**src/noc_consts.svh**
```systemverilog
// Shared sizing constants for the NoC chain, included by the package, the RTL and the testbench
`ifndef NOC_CONSTS_SVH
`define NOC_CONSTS_SVH

// Chain size
`define NOC_NODES 4
`define NOC_NODE_W 2                    // Enough bits to index NOC_NODES

// Flit and field widths
`define NOC_DW 32
`define NOC_DEST_W 4
`define NOC_LEN_W 4                     // Up to 15 body flits
`define NOC_TAG_W (`NOC_DW - `NOC_DEST_W - `NOC_LEN_W)

// Accumulator side
`define NOC_ACC_W 64
`define NOC_CNT_W 16                    // Packet counter per node

`endif

```
**src/noc_pkg.sv**
```systemverilog
// Flit types for the NoC chain, imported by modules that build or decode flits
`include "noc_consts.svh"

package noc_pkg;

    // Head flit layout, destination in the top bits
    typedef struct packed {
        logic [`NOC_DEST_W-1:0] dest;   // Target node
        logic [`NOC_LEN_W-1:0]  len;    // Number of body flits
        logic [`NOC_TAG_W-1:0]  tag;    // Packet sequence number
    } head_t;

    // One link word
    // Read as head_t on a head flit, as raw payload on a body flit
    typedef union packed {
        head_t             hd;
        logic [`NOC_DW-1:0] raw;
    } flit_u;

endpackage

```
**src/flit_if.sv**
```systemverilog
// Valid/ready flit link between injector, routers and accumulator
`include "noc_consts.svh"

interface flit_if import noc_pkg::*; ();

    logic  valid;   // Sender has a flit
    logic  ready;   // Receiver takes it this edge
    flit_u flit;    // Head word or body payload
    logic  head;    // First flit of a packet
    logic  last;    // Final flit of a packet

    // Upstream side
    modport sender (output valid, flit, head, last, input ready);

    // Downstream side
    modport receiver (input valid, flit, head, last, output ready);

endinterface

```
**src/chain_router.sv**
```systemverilog
// One chain node; holds one flit and ejects it locally, forwards it east or drops it
`include "noc_consts.svh"

module chain_router import noc_pkg::*; #(
    parameter int NODE_ID = 0
) (
    input  logic      clk,
    input  logic      reset,
    flit_if.receiver  west,
    flit_if.sender    east,
    flit_if.sender    eject,
    output logic      misroute
);

    localparam logic [1:0] ROUTE_EJECT = 2'd0;
    localparam logic [1:0] ROUTE_EAST  = 2'd1;
    localparam logic [1:0] ROUTE_DROP  = 2'd2;
    localparam bit         IS_LAST     = (NODE_ID == `NOC_NODES - 1);

    logic       full_q;        // Holding register occupied
    logic [1:0] route_q;       // Route of the held flit's packet
    logic       miss_q;        // Sticky misroute
    flit_u      data_q;
    logic       head_q;
    logic       last_q;
    head_t      west_head;
    logic [1:0] new_route;
    logic       out_ready;
    logic       accept;
    logic       leave;

    // Destination decode, only meaningful on a head flit
    always_comb begin
        west_head = west.flit.hd;
        if (west_head.dest == NODE_ID[`NOC_DEST_W-1:0]) begin
            new_route = ROUTE_EJECT;
        end else if (IS_LAST) begin
            new_route = ROUTE_DROP;    // Nowhere further east
        end else begin
            new_route = ROUTE_EAST;
        end
    end

    always_comb begin
        case (route_q)
            ROUTE_EJECT: out_ready = eject.ready;
            ROUTE_EAST:  out_ready = east.ready;
            default:     out_ready = 1'b1; // Drop consumes at once
        endcase
    end

    assign leave      = full_q && out_ready;
    assign west.ready = !full_q || out_ready; // Pass-through when draining
    assign accept     = west.valid && west.ready;

    assign eject.valid = full_q && (route_q == ROUTE_EJECT);
    assign eject.flit  = data_q;
    assign eject.head  = head_q;
    assign eject.last  = last_q;
    assign east.valid  = full_q && (route_q == ROUTE_EAST);
    assign east.flit   = data_q;
    assign east.head   = head_q;
    assign east.last   = last_q;
    assign misroute    = miss_q;

    always_ff @(posedge clk or posedge reset) begin
        if (reset) begin
            full_q  <= 1'b0;
            route_q <= ROUTE_EAST;
            miss_q  <= 1'b0;
        end else begin
            if (accept) begin
                full_q <= 1'b1;
            end else if (leave) begin
                full_q <= 1'b0;
            end
            // Route fixed for the packet, reloaded on each head
            if (accept && west.head) begin
                route_q <= new_route;
                if (new_route == ROUTE_DROP) begin
                    miss_q <= 1'b1;
                end
            end
        end
    end

    always_ff @(posedge clk) begin
        if (accept) begin
            data_q <= west.flit;
            head_q <= west.head;
            last_q <= west.last;
        end
    end

endmodule

```
**src/eject_accumulator.sv**
```systemverilog
// Drains every eject port and keeps a payload sum and packet count per node
`include "noc_consts.svh"

module eject_accumulator (
    input  logic                   clk,
    input  logic                   reset,
    input  logic                   drain_en,
    flit_if.receiver               eject [`NOC_NODES],
    input  logic [`NOC_NODE_W-1:0] rd_node,
    output logic [`NOC_ACC_W-1:0]  rd_sum,
    output logic [`NOC_CNT_W-1:0]  rd_count
);

    logic [`NOC_ACC_W-1:0] sums [`NOC_NODES];  // Gathered for the read mux
    logic [`NOC_CNT_W-1:0] cnts [`NOC_NODES];

    for (genvar g = 0; g < `NOC_NODES; g++) begin : g_node
        logic [`NOC_ACC_W-1:0] sum_q;
        logic [`NOC_CNT_W-1:0] cnt_q;
        logic [`NOC_ACC_W-1:0] payload;
        logic                  take;

        assign eject[g].ready = drain_en;   // Stall every port together
        assign take           = eject[g].valid && drain_en;
        assign payload        = {{(`NOC_ACC_W - `NOC_DW){1'b0}}, eject[g].flit.raw};

        always_ff @(posedge clk or posedge reset) begin
            if (reset) begin
                sum_q <= '0;
                cnt_q <= '0;
            end else if (take) begin
                if (eject[g].head) begin
                    cnt_q <= cnt_q + 1'b1;      // One per packet
                end else begin
                    sum_q <= sum_q + payload;   // Body payloads only
                end
            end
        end

        assign sums[g] = sum_q;
        assign cnts[g] = cnt_q;
    end

    // Read port
    assign rd_sum   = sums[rd_node];
    assign rd_count = cnts[rd_node];

endmodule

```
**src/noc_chain_top.sv**
```systemverilog
// Top level of the NoC chain; injector, router chain and eject accumulator with plain ports
`include "noc_consts.svh"

module noc_chain_top (
    input  logic                   clk,
    input  logic                   reset,
    input  logic                   cmd_valid,
    output logic                   cmd_ready,
    input  logic [`NOC_DEST_W-1:0] cmd_dest,
    input  logic [`NOC_LEN_W-1:0]  cmd_len,
    input  logic [`NOC_DW-1:0]     cmd_base,
    input  logic                   drain_en,
    input  logic [`NOC_NODE_W-1:0] rd_node,
    output logic [`NOC_ACC_W-1:0]  rd_sum,
    output logic [`NOC_CNT_W-1:0]  rd_count,
    output logic                   misroute
);

    flit_if link [`NOC_NODES+1] ();     // link[k] feeds router k
    flit_if ej   [`NOC_NODES] ();       // Router k to accumulator
    logic [`NOC_NODES-1:0] miss;

    packet_injector u_inj (
        .clk       (clk),
        .reset     (reset),
        .cmd_valid (cmd_valid),
        .cmd_ready (cmd_ready),
        .cmd_dest  (cmd_dest),
        .cmd_len   (cmd_len),
        .cmd_base  (cmd_base),
        .out       (link[0])
    );

    for (genvar k = 0; k < `NOC_NODES; k++) begin : g_router
        chain_router #(.NODE_ID(k)) u_router (
            .clk      (clk),
            .reset    (reset),
            .west     (link[k]),
            .east     (link[k+1]),
            .eject    (ej[k]),
            .misroute (miss[k])
        );
    end

    assign link[`NOC_NODES].ready = 1'b0;  // Chain end, never routed to

    eject_accumulator u_acc (
        .clk      (clk),
        .reset    (reset),
        .drain_en (drain_en),
        .eject    (ej),
        .rd_node  (rd_node),
        .rd_sum   (rd_sum),
        .rd_count (rd_count)
    );

    assign misroute = |miss;               // Only the last router can flag

endmodule

```
**src/packet_injector.sv**
```systemverilog
// Turns top-level commands into a head flit plus a counted run of body flits
`include "noc_consts.svh"

module packet_injector import noc_pkg::*; (
    input  logic                   clk,
    input  logic                   reset,
    input  logic                   cmd_valid,
    output logic                   cmd_ready,
    input  logic [`NOC_DEST_W-1:0] cmd_dest,
    input  logic [`NOC_LEN_W-1:0]  cmd_len,
    input  logic [`NOC_DW-1:0]     cmd_base,
    flit_if.sender                 out
);

    logic                  busy_q;     // Packet in flight
    logic [`NOC_LEN_W-1:0] left_q;     // Body flits still to send
    logic [`NOC_TAG_W-1:0] tag_q;      // Packet counter for the head tag
    logic [`NOC_DW-1:0]    base_q;     // Next body payload
    head_t                 new_head;
    logic                  accept;
    logic                  xfer;

    assign cmd_ready = !busy_q;
    assign accept    = cmd_valid && cmd_ready;
    assign xfer      = out.valid && out.ready;

    // Head word for the incoming command
    always_comb begin
        new_head.dest = cmd_dest;
        new_head.len  = cmd_len;
        new_head.tag  = tag_q;
    end

    always_ff @(posedge clk or posedge reset) begin
        if (reset) begin
            busy_q    <= 1'b0;
            out.valid <= 1'b0;
            out.head  <= 1'b0;
            out.last  <= 1'b0;
            left_q    <= '0;
            tag_q     <= '0;
        end else if (accept) begin
            busy_q    <= 1'b1;
            out.valid <= 1'b1;         // Head valid next cycle
            out.head  <= 1'b1;
            out.last  <= (cmd_len == '0); // Head-only packet
            left_q    <= cmd_len;
            tag_q     <= tag_q + 1'b1;
        end else if (xfer) begin
            out.head <= 1'b0;
            if (out.last) begin
                // Packet done, reopen command port
                busy_q    <= 1'b0;
                out.valid <= 1'b0;
                out.last  <= 1'b0;
            end else begin
                left_q   <= left_q - 1'b1;
                out.last <= (left_q == 1); // Final body flit
            end
        end
    end

    // Flit word and running base
    always_ff @(posedge clk) begin
        if (accept) begin
            out.flit.hd <= new_head;
            base_q      <= cmd_base;
        end else if (xfer && !out.last) begin
            out.flit.raw <= base_q;      // base, base+1, ...
            base_q       <= base_q + 1'b1;
        end
    end

endmodule

```
**config.mk**
```make
export PLATFORM = sky130hd
export DESIGN_NAME = noc_chain_top
export DESIGN_NICKNAME = d
export VERILOG_FILES = /design/src/noc_pkg.sv /design/src/flit_if.sv /design/src/chain_router.sv /design/src/eject_accumulator.sv /design/src/noc_chain_top.sv /design/src/packet_injector.sv
export VERILOG_INCLUDE_DIRS = /design/src
export SDC_FILE = /design/constraint.sdc
export NUM_CORES = 1
export LEC_CHECK = 0
export BUFFER_PORTS_ARGS = -buffer_cell sky130_fd_sc_hd__buf_2
export CAP_MARGIN = 20
export CORE_ASPECT_RATIO = 1.2
export CORE_MARGIN = 1
export CORE_UTILIZATION = 46
export DETAILED_ROUTE_END_ITERATION = 10
export PLACE_DENSITY_LB_ADDON = 0.1
export REMOVE_ABC_BUFFERS = 1
export SYNTH_ARGS = -nofsm -noshare
export SYNTH_HDL_FRONTEND = slang
export SYNTH_SLANG_ARGS = --single-unit
```
**constraint.sdc**
```tcl
create_clock -name clk -period 20.9 [get_ports clk]
set_clock_uncertainty 0.05 [all_clocks]
set_input_delay 3.135 -clock clk [delete_from_list [all_inputs] [get_ports clk]]
set_output_delay 3.135 -clock clk [all_outputs]
set_load 0.1 [all_outputs]
```
==> metrics <==
startpoint types=input pin; Synth Warn #=0; Setup-failing EPs final=0; slowest stage delay, CP=0.77 ns; Max Freq=~0.12 GHz; First DRT Iteration DRCs=1180; Buffers & Inverters on Critical Path=3; number of synthesized flops with an enable pin=slightly below 200; Synth top area share=0.296; vias in the first global route=around 22000; Routability Congestion=just over 0.9; Worst VDD drop=approximately 0.00011 V; Die Span Y=around 280 um; wire per inst=about 21 um; post-DP HPWL=just under 60000 um; Clock Sinks=557; clk_lat worst skew=between 0.6 and 0.7 ns; synth top area cells=dfrtp_1 30%, edfxtp_1 20%, xnor2_1 6.8%; Final Hold Fails=0; Final Cycle Share=0.413; CP Class=input pin to primary output; internal power=approximately 3400 uW; Crit path required time=17.72 ns; DRC violations left=0; CTS clk-pin slew, worst paths=0.05 ns; grt ovf=0; Rel. slew slack=0.258; status=finished, final reports clean; post-route minimum period=between 8 and 9 ns; most common cell after layout, fill and taps aside=nand2_1; CP most frequent cell=buf_4; initial antenna violation count=2; mapped cell area=just over 30000 sq um; Slew @ Worst Pin=1.10 ns; hold-fix buffer count after cts=0; fillers=approximately 5700; vias=between 20000 and 25000; Post-CTS Setup Bufs=0; Die Width=~240 um; final layout net count=3093; CTS tree=built; first-pass GRT wire length=between 100000 and 150000 um; clk buf depth=3; I/O pin total=roughly 130; sequential power share=0.332; post_cts resized=0; switching pwr=roughly 2700 uW; Syn Area/Cell=~11 sq um; Initial Util=0.466; Root Driver=clkbuf_16; TritonCTS buffer count=61; kind of cell adding the most delay to the critical path=buffers and inverters; Core ar.=about 65000 sq um; slowest library cell on the worst path=buf_4; Slew Viols, Final=0; largest net degree at the start of global routing=slightly above 100; Setup TNS=0 ns; Critical Path AT=between 5 and 6 ns; post-synthesis cell count=~2800; crit-path cells=buf_4 -> buf_4 -> mux4_2 -> buf_2; PD cells=181 nW/um^2; layout cell share with drive strength beyond 1=0.125; Vias/cell=5.73; Seq/Total Area, Yosys=0.495; Final ANT Viol Nets=0; sw frac=0.448; asr flop ratio synth=0.648; Post-Layout Cell Count=between 3000 and 4000; RSZ-0062 raised after global routing=false; ys flop type=dfrtp_1; Static Leak=roughly 0.015 uW; Die Area=66600 sq um; critical-path maximum fanout=48; hold crit path type=register to register; Unique masters post-synth=82; Placed Cells=between 3000 and 4000; Initial DRT Pass Iterations=5; Area Overhead vs Synth=12.0%; post-synth top area cell=dfrtp_1; row count=roughly 100; H-tree depth=2; MaxCap Viol Count=0; Comb power frac=0.487; Global Route Usage Sum=0.240; CP Capture Type=primary output; most frequent cells in the layout=432 x nand2_1, 357 x dfrtp_1, 235 x xnor2_1; IO buf count=127; Clock Power Share=0.181; #FFs+latches synth=557; final WL=roughly 79000 um
path summary, 6_finish.rpt:
| kind | start | endpoint | slack [ns] | depth (start not counted) |
|---|---|---|---|---|
| max | rd_node[1] | rd_sum[11] | 12.26 | 4 |
| min | u_inj.out.flit[9]$_DFFE_PP_ | g_router[0].u_router.east.flit[9]$_DFFE_PN_ | 0.37 | 0 |
| max reg2reg | g_router[0].u_router.east.flit[1]$_DFFE_PN_ | u_acc.g_node[0].sum_q[57]$_DFFE_PP0P_ | 16.68 | 11 |
| min reg2reg | u_inj.out.flit[9]$_DFFE_PP_ | g_router[0].u_router.east.flit[9]$_DFFE_PN_ | 0.37 | 0 |
| max in group asynchronous | reset | g_router[3].u_router.route_q[0]$_DFFE_PP1P_ | 16.04 | 5 |
| min in group asynchronous | reset | u_acc.g_node[0].sum_q[37]$_DFFE_PP0P_ | 2.59 | 2 |
Yosys cell counts, drive strengths merged (6+ instances only):
cell and n:
a21oi 141, and2 21, and3 67, or2 9
buf 17, and4 14, nand4 71, edfxtp 196
nor2 105, a211oi 10, o21ai 207, a31oi 25
a211o 6, nand2 433, o31ai 10, a21o 76
o211ai 6, nand2b 16, xor2 127, or3 6
mux4 80, ha 136, inv 51, o21bai 20
nor3 26, clkbuf 80, o21a 12, nor2b 20
xnor2 235, dfrtp 357, nand3 146
metal layers:
metal | part of all wire | wire [um] | global-route usage
met5 | 0 | 0 | 0
met4 | 0.028 | 2240 | 0.0757
met3 | 0.033 | 2610 | 0.0277
met2 | 0.53 | 41700 | 0.447
met1 | 0.41 | 32500 | 0.288
area by class of cell:
cell class	count	area, sq um	share of cell area
Sequential cell	557	14900	0.442
Multi-Input combinational cell	2089	14700	0.436
Clock buffer	85	1780	0.0527
Tap cell	832	1040	0.0308
Timing Repair Buffer	147	836	0.0247
Clock inverter	31	280	0.00830
Inverter	51	199	0.00589
Antenna cell	1	2.50	0.0000741
sequential cells by signal, summed over array words and instances, names as in the netlist, 4 cells and up:
name / flops
u_inj.left_q: 4
g_router.u_router.full_q: 4
g_router.u_router.route_q: 5
u_inj.out.flit: 32
u_inj.tag_q: 24
u_inj.base_q: 32
g_router.u_router.east.head: 4
u_acc.g_node.sum_q: 256
u_acc.g_node.cnt_q: 64
g_router.u_router.east.flit: 128
per-stage QoR:
stage	util	worst slack [ns]	power (uW)	hold slack [ns]	cell area, sq um
CTS	0.521	12.19	6130	0.368	33700
detailed placement	0.489	12.19	4990	0.355	31600
global route	0.522	12.07	6520	0.372	33800
floorplan	-	7.70	4160	0.350	29800
global placement	0.489	12.28	4950	0.353	31600
finish	0.522	12.26	6110	0.366	33800
worst register-to-register path, cell delays in order (launching register included):
cell and delay [ns]:
edfxtp_1 0.52, ha_1 0.34, a21o_1 0.10, a21oi_1 0.16, o21ai_0 0.55, nand3_1 0.37, a21oi_1 0.40, nor2_1 0.09
nand2_1 0.17, a311o_1 0.91, nand3_1 0.26, xnor2_1 0.20
logic make-up after synthesis:
logic type | synth area share
AND/OR/NAND/NOR | 0.149
flip-flops | 0.495
AO/OA/AOI/OAI | 0.110
XOR/XNOR | 0.105
buffers and inverters | 0.0194
adder cells (fa/ha/maj) | 0.0591
multiplexers | 0.0619
power by group through the flow:
stage / clock [uW] / combinational (uW) / sequential [uW]
after floorplan: 0 / 2290 / 1870
after global placement: 0 / 2900 / 2050
after detailed placement: 0 / 2940 / 2050
after CTS: 1130 / 2960 / 2030
after global routing: 1170 / 3280 / 2070
final: 1110 / 2970 / 2030
Power figures use the tool's default switching activity.
